## config.mk

```make
export PLATFORM = sky130hd
export DESIGN_NAME = dma_copy_top
export DESIGN_NICKNAME = d
export VERILOG_FILES = /design/src/hw/dma_pkg.sv /design/src/hw/dma_cmd_ctrl.sv /design/src/hw/dma_axi_rd.sv /design/src/hw/dma_beat_fifo.sv /design/src/hw/dma_axi_wr.sv /design/src/hw/dma_copy_top.sv
export VERILOG_INCLUDE_DIRS = /design/src /design/src/hw
export SDC_FILE = /design/constraint.sdc
export NUM_CORES = 1
export LEC_CHECK = 0
export ABC_AREA = 1
export BUFFER_PORTS_ARGS = -buffer_cell sky130_fd_sc_hd__buf_2
export CAP_MARGIN = 20
export CORE_MARGIN = 4
export CORE_UTILIZATION = 50
export DETAILED_ROUTE_END_ITERATION = 8
export HOLD_SLACK_MARGIN = 0.03
export PLACE_DENSITY = 0.78
export SLEW_MARGIN = 0
export SYNTH_ARGS = -nofsm -noshare
export SYNTH_HDL_FRONTEND = slang
export SYNTH_SLANG_ARGS = --single-unit
export TNS_END_PERCENT = 50
```

## constraint.sdc

```tcl
create_clock -name clk -period 5.2 [get_ports clk]
set_input_delay 0.26 -clock clk [delete_from_list [all_inputs] [get_ports clk]]
set_output_delay 0.26 -clock clk [all_outputs]
set_load 0.05 [all_outputs]
```

## src/hw/dma_cfg.svh

```systemverilog
`ifndef DMA_CFG_SVH
`define DMA_CFG_SVH

// Build-time sizing of the copy engine

// Byte address width on AR and AW
`define DMA_ADDR_W 32

// Data bus width in bits, one full-size beat per transfer
`define DMA_DATA_W 64

// Beats per INCR burst
// arlen and awlen carry this value minus one
`define DMA_BURST_LEN 16

// Entries in the beat FIFO between the two masters
// Must be a power of two
`define DMA_FIFO_DEPTH 8

`endif

```

## src/hw/dma_pkg.sv

```systemverilog
`include "dma_cfg.svh"

package dma_pkg;

	// AXI field widths
	localparam int AXI_ID_W    = 4;
	localparam int AXI_LEN_W   = 8;
	localparam int AXI_SIZE_W  = 3;
	localparam int AXI_BURST_W = 2;
	localparam int AXI_CACHE_W = 4;
	localparam int AXI_PROT_W  = 3;
	localparam int AXI_RESP_W  = 2;
	localparam int AXI_STRB_W  = `DMA_DATA_W / 8;

	// Response encoding
	typedef logic [AXI_RESP_W-1:0] axi_resp_t;
	localparam axi_resp_t RESP_OKAY   = 2'b00;
	localparam axi_resp_t RESP_SLVERR = 2'b10;

	// Burst type, only INCR is issued
	typedef logic [AXI_BURST_W-1:0] axi_burst_t;
	localparam axi_burst_t BURST_INCR = 2'b01;

	// Fixed address-channel attributes
	localparam logic [AXI_LEN_W-1:0]   AXI_LEN_BURST = AXI_LEN_W'(`DMA_BURST_LEN - 1);
	localparam logic [AXI_SIZE_W-1:0]  AXI_SIZE_FULL = AXI_SIZE_W'($clog2(`DMA_DATA_W / 8));
	localparam logic [AXI_CACHE_W-1:0] AXI_CACHE_MOD = 4'h2;
	localparam logic [AXI_PROT_W-1:0]  AXI_PROT_NS   = 3'b010;

	// Host command, one copy of one burst
	typedef struct packed {
		logic [`DMA_ADDR_W-1:0] src;
		logic [`DMA_ADDR_W-1:0] dst;
	} copy_cmd_t;

	// Shared by AR and AW
	typedef struct packed {
		logic [AXI_ID_W-1:0]    id;
		logic [`DMA_ADDR_W-1:0] addr;
		logic [AXI_LEN_W-1:0]   len;
		logic [AXI_SIZE_W-1:0]  size;
		axi_burst_t             burst;
		logic [AXI_CACHE_W-1:0] cache;
		logic [AXI_PROT_W-1:0]  prot;
	} axi_addr_req_t;

	// Beat as stored in the FIFO
	typedef struct packed {
		logic [`DMA_DATA_W-1:0] data;
	} rd_beat_t;

	typedef struct packed {
		logic [`DMA_DATA_W-1:0] data;
		axi_resp_t              resp;
		logic                   last;
		logic [AXI_ID_W-1:0]    id;
	} axi_r_t;

	typedef struct packed {
		logic [`DMA_DATA_W-1:0] data;
		logic [AXI_STRB_W-1:0]  strb;
		logic                   last;
	} axi_w_t;

endpackage

```

## src/hw/dma_cmd_ctrl.sv

```systemverilog
`timescale 1ns/10ps

`include "dma_cfg.svh"

module dma_cmd_ctrl import dma_pkg::*; (
	input  logic                   clk,
	input  logic                   rst,
	input  logic                   cmd_valid,
	input  copy_cmd_t              cmd,
	input  logic                   rd_done,
	input  logic                   rd_err,
	input  logic                   wr_done,
	input  logic                   wr_err,
	output logic                   busy,
	output logic                   done,
	output logic                   error,
	output logic                   rd_start,
	output logic                   wr_start,
	output logic [`DMA_ADDR_W-1:0] rd_addr,
	output logic [`DMA_ADDR_W-1:0] wr_addr
);

	copy_cmd_t cmd_q;
	logic      accept;
	logic      rd_seen;
	logic      wr_seen;
	logic      all_done;

	// Strobes while busy are dropped
	assign accept = cmd_valid & ~busy;

	// Stage pulses may arrive in either order
	assign all_done = busy & (rd_seen | rd_done) & (wr_seen | wr_done);

	always_ff @(posedge clk) begin
		if (accept) begin
			cmd_q <= cmd;
		end
	end

	assign rd_addr = cmd_q.src;
	assign wr_addr = cmd_q.dst;

	always_ff @(posedge clk or posedge rst) begin
		if (rst) begin
			busy     <= 1'b0;
			done     <= 1'b0;
			error    <= 1'b0;
			rd_start <= 1'b0;
			wr_start <= 1'b0;
			rd_seen  <= 1'b0;
			wr_seen  <= 1'b0;
		end else begin
			rd_start <= accept;
			wr_start <= accept;
			done     <= all_done;
			if (accept) begin
				busy    <= 1'b1;
				error   <= 1'b0;
				rd_seen <= 1'b0;
				wr_seen <= 1'b0;
			end else if (all_done) begin
				busy <= 1'b0;
			end else begin
				rd_seen <= rd_seen | rd_done;
				wr_seen <= wr_seen | wr_done;
			end
			// Sticky until the next accepted command
			if ((rd_done && rd_err) || (wr_done && wr_err)) begin
				error <= 1'b1;
			end
		end
	end

endmodule

```

## src/hw/dma_axi_rd.sv

```systemverilog
`timescale 1ns/10ps

`include "dma_cfg.svh"

module dma_axi_rd import dma_pkg::*; (
	input  logic                   clk,
	input  logic                   rst,
	input  logic                   start,
	input  logic [`DMA_ADDR_W-1:0] addr,
	output axi_addr_req_t          ar,
	output logic                   arvalid,
	input  logic                   arready,
	input  axi_r_t                 r,
	input  logic                   rvalid,
	output logic                   rready,
	output logic                   beat_valid,
	output rd_beat_t               beat,
	input  logic                   fifo_full,
	output logic                   finished,
	output logic                   err
);

	localparam int CNT_W = $clog2(`DMA_BURST_LEN);

	typedef enum logic [1:0] {
		ST_IDLE,
		ST_ADDR,
		ST_DATA
	} rd_state_t;

	rd_state_t        state;
	logic [CNT_W-1:0] cnt;
	logic             err_acc;
	logic             beat_fire;
	logic             last_beat;
	logic             beat_bad;

	// One full-width INCR burst
	always_comb begin
		ar.id    = '0;
		ar.addr  = addr;
		ar.len   = AXI_LEN_BURST;
		ar.size  = AXI_SIZE_FULL;
		ar.burst = BURST_INCR;
		ar.cache = AXI_CACHE_MOD;
		ar.prot  = AXI_PROT_NS;
	end

	assign arvalid = (state == ST_ADDR);

	// FIFO back-pressure stalls R directly
	assign rready    = (state == ST_DATA) & ~fifo_full;
	assign beat_fire = rvalid & rready;

	assign beat_valid = beat_fire;
	assign beat.data  = r.data;

	assign last_beat = (cnt == CNT_W'(`DMA_BURST_LEN - 1));

	// rlast has to line up with the beat count
	assign beat_bad = (r.last != last_beat) | (r.resp != RESP_OKAY);

	always_ff @(posedge clk or posedge rst) begin
		if (rst) begin
			state    <= ST_IDLE;
			cnt      <= '0;
			err_acc  <= 1'b0;
			finished <= 1'b0;
			err      <= 1'b0;
		end else begin
			finished <= 1'b0;
			case (state)
				ST_IDLE: begin
					cnt     <= '0;
					err_acc <= 1'b0;
					if (start) begin
						state <= ST_ADDR;
					end
				end
				ST_ADDR: begin
					if (arready) begin
						state <= ST_DATA;
					end
				end
				ST_DATA: begin
					if (beat_fire) begin
						cnt     <= cnt + 1'b1;
						err_acc <= err_acc | beat_bad;
						if (last_beat) begin
							state    <= ST_IDLE;
							finished <= 1'b1;
							err      <= err_acc | beat_bad;
						end
					end
				end
				default: begin
					state <= ST_IDLE;
				end
			endcase
		end
	end

endmodule

```

## src/hw/dma_beat_fifo.sv

```systemverilog
`timescale 1ns/10ps

`include "dma_cfg.svh"

module dma_beat_fifo import dma_pkg::*; #(
	parameter type payload_t = rd_beat_t
) (
	input  logic     clk,
	input  logic     rst,
	input  logic     push,
	input  payload_t din,
	input  logic     pop,
	output payload_t dout,
	output logic     full,
	output logic     empty
);

	localparam int AW = $clog2(`DMA_FIFO_DEPTH);

	payload_t    mem [`DMA_FIFO_DEPTH];
	logic [AW:0] wr_ptr;
	logic [AW:0] rd_ptr;
	logic        do_push;
	logic        do_pop;

	// Extra pointer bit tells full from empty
	assign empty = (wr_ptr == rd_ptr);
	assign full  = (wr_ptr[AW] != rd_ptr[AW]) && (wr_ptr[AW-1:0] == rd_ptr[AW-1:0]);

	assign do_pop  = pop & ~empty;
	// A pop frees the slot for a push in the same cycle
	assign do_push = push & (~full | do_pop);

	assign dout = mem[rd_ptr[AW-1:0]];

	always_ff @(posedge clk) begin
		if (do_push) begin
			mem[wr_ptr[AW-1:0]] <= din;
		end
	end

	always_ff @(posedge clk or posedge rst) begin
		if (rst) begin
			wr_ptr <= '0;
			rd_ptr <= '0;
		end else begin
			if (do_push) begin
				wr_ptr <= wr_ptr + 1'b1;
			end
			if (do_pop) begin
				rd_ptr <= rd_ptr + 1'b1;
			end
		end
	end

endmodule

```

## src/hw/dma_axi_wr.sv

```systemverilog
`timescale 1ns/10ps

`include "dma_cfg.svh"

module dma_axi_wr import dma_pkg::*; (
	input  logic                   clk,
	input  logic                   rst,
	input  logic                   start,
	input  logic [`DMA_ADDR_W-1:0] addr,
	output axi_addr_req_t          aw,
	output logic                   awvalid,
	input  logic                   awready,
	output axi_w_t                 w,
	output logic                   wvalid,
	input  logic                   wready,
	input  axi_resp_t              bresp,
	input  logic                   bvalid,
	output logic                   bready,
	input  rd_beat_t               fifo_dout,
	input  logic                   fifo_empty,
	output logic                   fifo_pop,
	output logic                   finished,
	output logic                   err
);

	localparam int CNT_W = $clog2(`DMA_BURST_LEN);

	typedef enum logic [1:0] {
		ST_IDLE,
		ST_ADDR,
		ST_DATA,
		ST_RESP
	} wr_state_t;

	wr_state_t        state;
	logic [CNT_W-1:0] cnt;
	logic             last_beat;

	always_comb begin
		aw.id    = '0;
		aw.addr  = addr;
		aw.len   = AXI_LEN_BURST;
		aw.size  = AXI_SIZE_FULL;
		aw.burst = BURST_INCR;
		aw.cache = AXI_CACHE_MOD;
		aw.prot  = AXI_PROT_NS;
	end

	assign awvalid = (state == ST_ADDR);

	assign last_beat = (cnt == CNT_W'(`DMA_BURST_LEN - 1));

	// Head of the FIFO goes straight onto W
	// It only moves on a handshake, so the payload holds while stalled
	assign wvalid = (state == ST_DATA) & ~fifo_empty;
	assign w.data = fifo_dout.data;
	assign w.strb = '1;
	assign w.last = last_beat;

	assign fifo_pop = wvalid & wready;

	assign bready = (state == ST_RESP);

	always_ff @(posedge clk or posedge rst) begin
		if (rst) begin
			state    <= ST_IDLE;
			cnt      <= '0;
			finished <= 1'b0;
			err      <= 1'b0;
		end else begin
			finished <= 1'b0;
			case (state)
				ST_IDLE: begin
					cnt <= '0;
					if (start) begin
						state <= ST_ADDR;
					end
				end
				ST_ADDR: begin
					if (awready) begin
						state <= ST_DATA;
					end
				end
				ST_DATA: begin
					if (fifo_pop) begin
						cnt <= cnt + 1'b1;
						if (last_beat) begin
							state <= ST_RESP;
						end
					end
				end
				ST_RESP: begin
					if (bvalid) begin
						state    <= ST_IDLE;
						finished <= 1'b1;
						err      <= (bresp != RESP_OKAY);
					end
				end
				default: begin
					state <= ST_IDLE;
				end
			endcase
		end
	end

endmodule

```

## src/hw/dma_copy_top.sv

```systemverilog
`timescale 1ns/10ps

`include "dma_cfg.svh"

module dma_copy_top import dma_pkg::*; (
	input  logic          clk,
	input  logic          rst,
	// Host strobes
	input  logic          cmd_valid,
	input  copy_cmd_t     cmd,
	output logic          busy,
	output logic          done,
	output logic          error,
	// Read address and data
	output axi_addr_req_t ar,
	output logic          arvalid,
	input  logic          arready,
	input  axi_r_t        r,
	input  logic          rvalid,
	output logic          rready,
	// Write address, data and response
	output axi_addr_req_t aw,
	output logic          awvalid,
	input  logic          awready,
	output axi_w_t        w,
	output logic          wvalid,
	input  logic          wready,
	input  axi_resp_t     bresp,
	input  logic          bvalid,
	output logic          bready
);

	logic                   rd_start;
	logic                   wr_start;
	logic [`DMA_ADDR_W-1:0] rd_addr;
	logic [`DMA_ADDR_W-1:0] wr_addr;
	logic                   rd_done;
	logic                   rd_err;
	logic                   wr_done;
	logic                   wr_err;
	logic                   beat_valid;
	rd_beat_t               beat;
	rd_beat_t               fifo_dout;
	logic                   fifo_full;
	logic                   fifo_empty;
	logic                   fifo_pop;

	dma_cmd_ctrl dma_cmd_ctrl_i (
		.clk(clk), .rst(rst),
		.cmd_valid(cmd_valid), .cmd(cmd),
		.rd_done(rd_done), .rd_err(rd_err),
		.wr_done(wr_done), .wr_err(wr_err),
		.busy(busy), .done(done), .error(error),
		.rd_start(rd_start), .wr_start(wr_start),
		.rd_addr(rd_addr), .wr_addr(wr_addr)
	);

	dma_axi_rd dma_axi_rd_i (
		.clk(clk), .rst(rst),
		.start(rd_start), .addr(rd_addr),
		.ar(ar), .arvalid(arvalid), .arready(arready),
		.r(r), .rvalid(rvalid), .rready(rready),
		.beat_valid(beat_valid), .beat(beat), .fifo_full(fifo_full),
		.finished(rd_done), .err(rd_err)
	);

	dma_beat_fifo #(
		.payload_t(rd_beat_t)
	) dma_beat_fifo_i (
		.clk(clk), .rst(rst),
		.push(beat_valid), .din(beat),
		.pop(fifo_pop), .dout(fifo_dout),
		.full(fifo_full), .empty(fifo_empty)
	);

	dma_axi_wr dma_axi_wr_i (
		.clk(clk), .rst(rst),
		.start(wr_start), .addr(wr_addr),
		.aw(aw), .awvalid(awvalid), .awready(awready),
		.w(w), .wvalid(wvalid), .wready(wready),
		.bresp(bresp), .bvalid(bvalid), .bready(bready),
		.fifo_dout(fifo_dout), .fifo_empty(fifo_empty), .fifo_pop(fifo_pop),
		.finished(wr_done), .err(wr_err)
	);

endmodule

```

==> impl_results.md <==
* Drc violations at 0
* Syn. warnings at 0
* Gr ovfl total at 0
* Largest cells by area after synthesis: edfxtp_1 (73%), o21ai_0 (5.4%), nor2_1 (4.5%)
* Clk Latency, worst-skew pair at between 0.6 and 0.7 ns
* Hpwl dp at 29300 µm
* CTS Buffer Depth at 3
* Sink Count at 607
* Gpl congestion at 0.731
* Cell taking the most area after synthesis: edfxtp_1
* Max Slew Vio Count at 0
* FFs w/ async S/R, synth at 0.0511
* Die Ht at 225 µm
* Area of the multi-input gates at 0.00483 mm²
* Num CTS Buffers at between 50 and 60
* Setup TNS at 0 ns
* Syn-to-layout area delta at 22.0%
* Sw frac at 0.397
* Worst EP arrival at 3.77 ns
* Max FO, Critical Path at 66
* Most common cell in the netlist: edfxtp_1
* Fin nets at between 2000 and 2500
* All-Layer GR Usage at 0.214
* CP endpoint kind: primary output
* Final Hold Fails at 0
* Sw Pwr at 0.00629 W
* Final worst path period need at 4.03 ns
* P_int at 0.00953 W
* First-pass GRT wire length at 84500 µm
* Max_slew headroom at 0.254
* Number of antenna violations at the first check in global routing at 2
* DRT Pass-1 Iters at 5
* Hold-fix buffers, CTS at around 140
* Power Density at ~550 mW/mm²
* Clock Pin Slew Worst Setup and Hold Paths at 0.06 ns
* Worst vdd ir at 0.677 mV
* Number of max-cap violations at 0
* Core area at 0.0467 mm²
* WL final at roughly 57000 µm
* I/O pins at 338
* RSZ-0062 raised after global routing: false
* CP Launch Type: flop
* Share of cells above drive strength 1 at 0.186
* Area fraction of the dominant cell type after synthesis at 0.732
* Via/cell ratio at 5.52
* Die width at approximately 230 µm
* CTS HTree Levels at 2
* Post-synthesis sequential area ratio at 0.765
* Post-synth top cells: edfxtp_1 (576), nor2_1 (282), nand2_1 (258), o21ai_0 (255), o22ai_1 (130)
* Wire per inst at 20.0 µm
* Vias after detailed routing at 15600
* Predominant post-synthesis flop cell: edfxtp_1
* Seq cells post-synth at 607
* Rows at 79
* Seq. cell area at 0.0181 mm²
* Fmax at 248 MHz
* Synthesized area per cell at 13.2 µm²
* Final Cycle Share at 0.775
* Setup CP Type: reg2out
* Leakage at 10.6 nW
* Post-CTS setup buffer count at 0
* Least-Margin Pin Slew at 1.12 ns
* Die area at approximately 0.051 mm²
* Clock Root Buffer: clkbuf_16
* Number of flops mapped to enable cells by yosys at 576
* TritonCTS clock tree: built
* Worst Skew at 0.0130 ns
* Worst EP required at 4.94 ns
* Initial DRC count at 1124
* Post-route ant nets at 0
* Outcome: completed
* Combinational share of power at 0.354
* Total power at between 0.015 and 0.02 W
* Fillcell total at 3260
* PortBufs at roughly 280
* Final Core Density at 0.618
* Largest net degree at the start of global routing at ~130
* Vias in the first global route at roughly 16000
* Synth cell types at 32
* Worst Hold Class: in2reg
* Setup-failing EPs final at 0
* Synthesized area at 0.0236 mm²
* Sequential Power Share at 0.370
* Clock power share at 0.276
* Post-CTS Resized at 0
* Initial core utilization at 0.507
* Gate Count Post-Synth at 1785
## final cells by class
cell class | instances | area share
inverter | 32 | 0.00434
multi-input combinational | 1042 | 0.167
timing repair buffer | 438 | 0.105
antenna | 1 | 0.0000868
tap | 607 | 0.0263
clock inverter | 43 | 0.0172
clock buffer | 65 | 0.0527
sequential | 607 | 0.627
## logic make-up after synthesis
group / share of synthesized area
AOI/OAI and AO/OA: 0.0925
DFF: 0.765
buffers and inverters: 0.0421
adders and majority gates: 0.00477
other: 0.000318
and+or+nand+nor: 0.0930
xor gates and xnor gates: 0.00254
## power groups by stage
stage,clock network [W],registers [W],logic [W]
6_report,0.00437,0.00586,0.00559
5_1_grt,0.00465,0.00588,0.00603
4_1_cts,0.00444,0.00586,0.00558
3_5_place_dp,0,0.00596,0.00546
3_3_place_gp,0,0.00594,0.00531
2_1_floorplan,0,0.00580,0.00423
## routing by layer
metal  global-route usage  share of wire  up-vias
li1                     -              -     7130
met1                0.262           0.38     7606
met2                0.374           0.50      755
met3               0.0384          0.080      148
met4               0.0937          0.034        4
met5                    0        0.00021        -
## placed cells by master, fill, tap and decap left out, types with 8 or more instances in the layout
cell type / count
dlygate4sd3_1: 138
buf_4: 17
clkbuf_16: 60
clkinv_1: 10
nand2_1: 258
nor2_4: 9
nand3_1: 20
edfxtp_1: 576
bufinv_16: 9
conb_1: 56
clkinv_2: 8
inv_1: 28
buf_2: 277
o21ai_0: 255
ha_1: 9
nor2_1: 274
dfrtp_1: 28
clkinvlp_4: 11
o22ai_1: 130
## through the flow
stage                     setup slack, ns  cell area (µm²)  instances  hold slack [ns]
final                                1.17            28800       2835           0.0850
after global routing                0.895            28800       2835           0.0945
after CTS                            1.09            28800       2834           0.0458
after detailed placement             1.59            25400       2588            0.369
after global placement               1.68            25400       2588            0.370
after floorplan                     0.919            23800       1839            0.354
## registers in the layout (all words and copies together), names as in the netlist, 2 cells and up
register                flops
dma_beat_fifo_i.rd_ptr      4
dma_axi_rd_i.state          2
dma_cmd_ctrl_i.rd_addr     32
dma_beat_fifo_i.wr_ptr      4
dma_axi_wr_i.cnt            4
dma_beat_fifo_i.mem       512
dma_axi_rd_i.cnt            4
dma_axi_wr_i.state          2
dma_cmd_ctrl_i.wr_addr     32
## final timing paths
check | start | to | slack [ns] | depth (start not counted)
min in group asynchronous | rst | dma_axi_wr_i.cnt[3] | 0.27 | 4
max in group asynchronous | rst | dma_beat_fifo_i.rd_ptr[1] | 4.60 | 4
worst min register to register | dma_axi_rd_i.state[1] | dma_axi_rd_i.state[0] | 0.47 | 1
worst min-delay path | r[5] | dma_axi_rd_i.err_acc | 0.09 | 5
worst max-delay path | dma_beat_fifo_i.rd_ptr[1] | w[57] | 1.17 | 8
worst max register to register | dma_beat_fifo_i.rd_ptr[1] | dma_beat_fifo_i.mem[5][43] | 1.67 | 9
## worst max-delay path, cell delays in order (launching register included)
cell,delay (ns)
dfrtp_4,0.74
inv_2,0.15
buf_4,0.62
buf_4,0.72
o21ai_0,0.24
o22ai_1,0.18
nand2_1,0.07
nand2_1,0.13
buf_2,0.27
(Power assumes the default switching activity.)
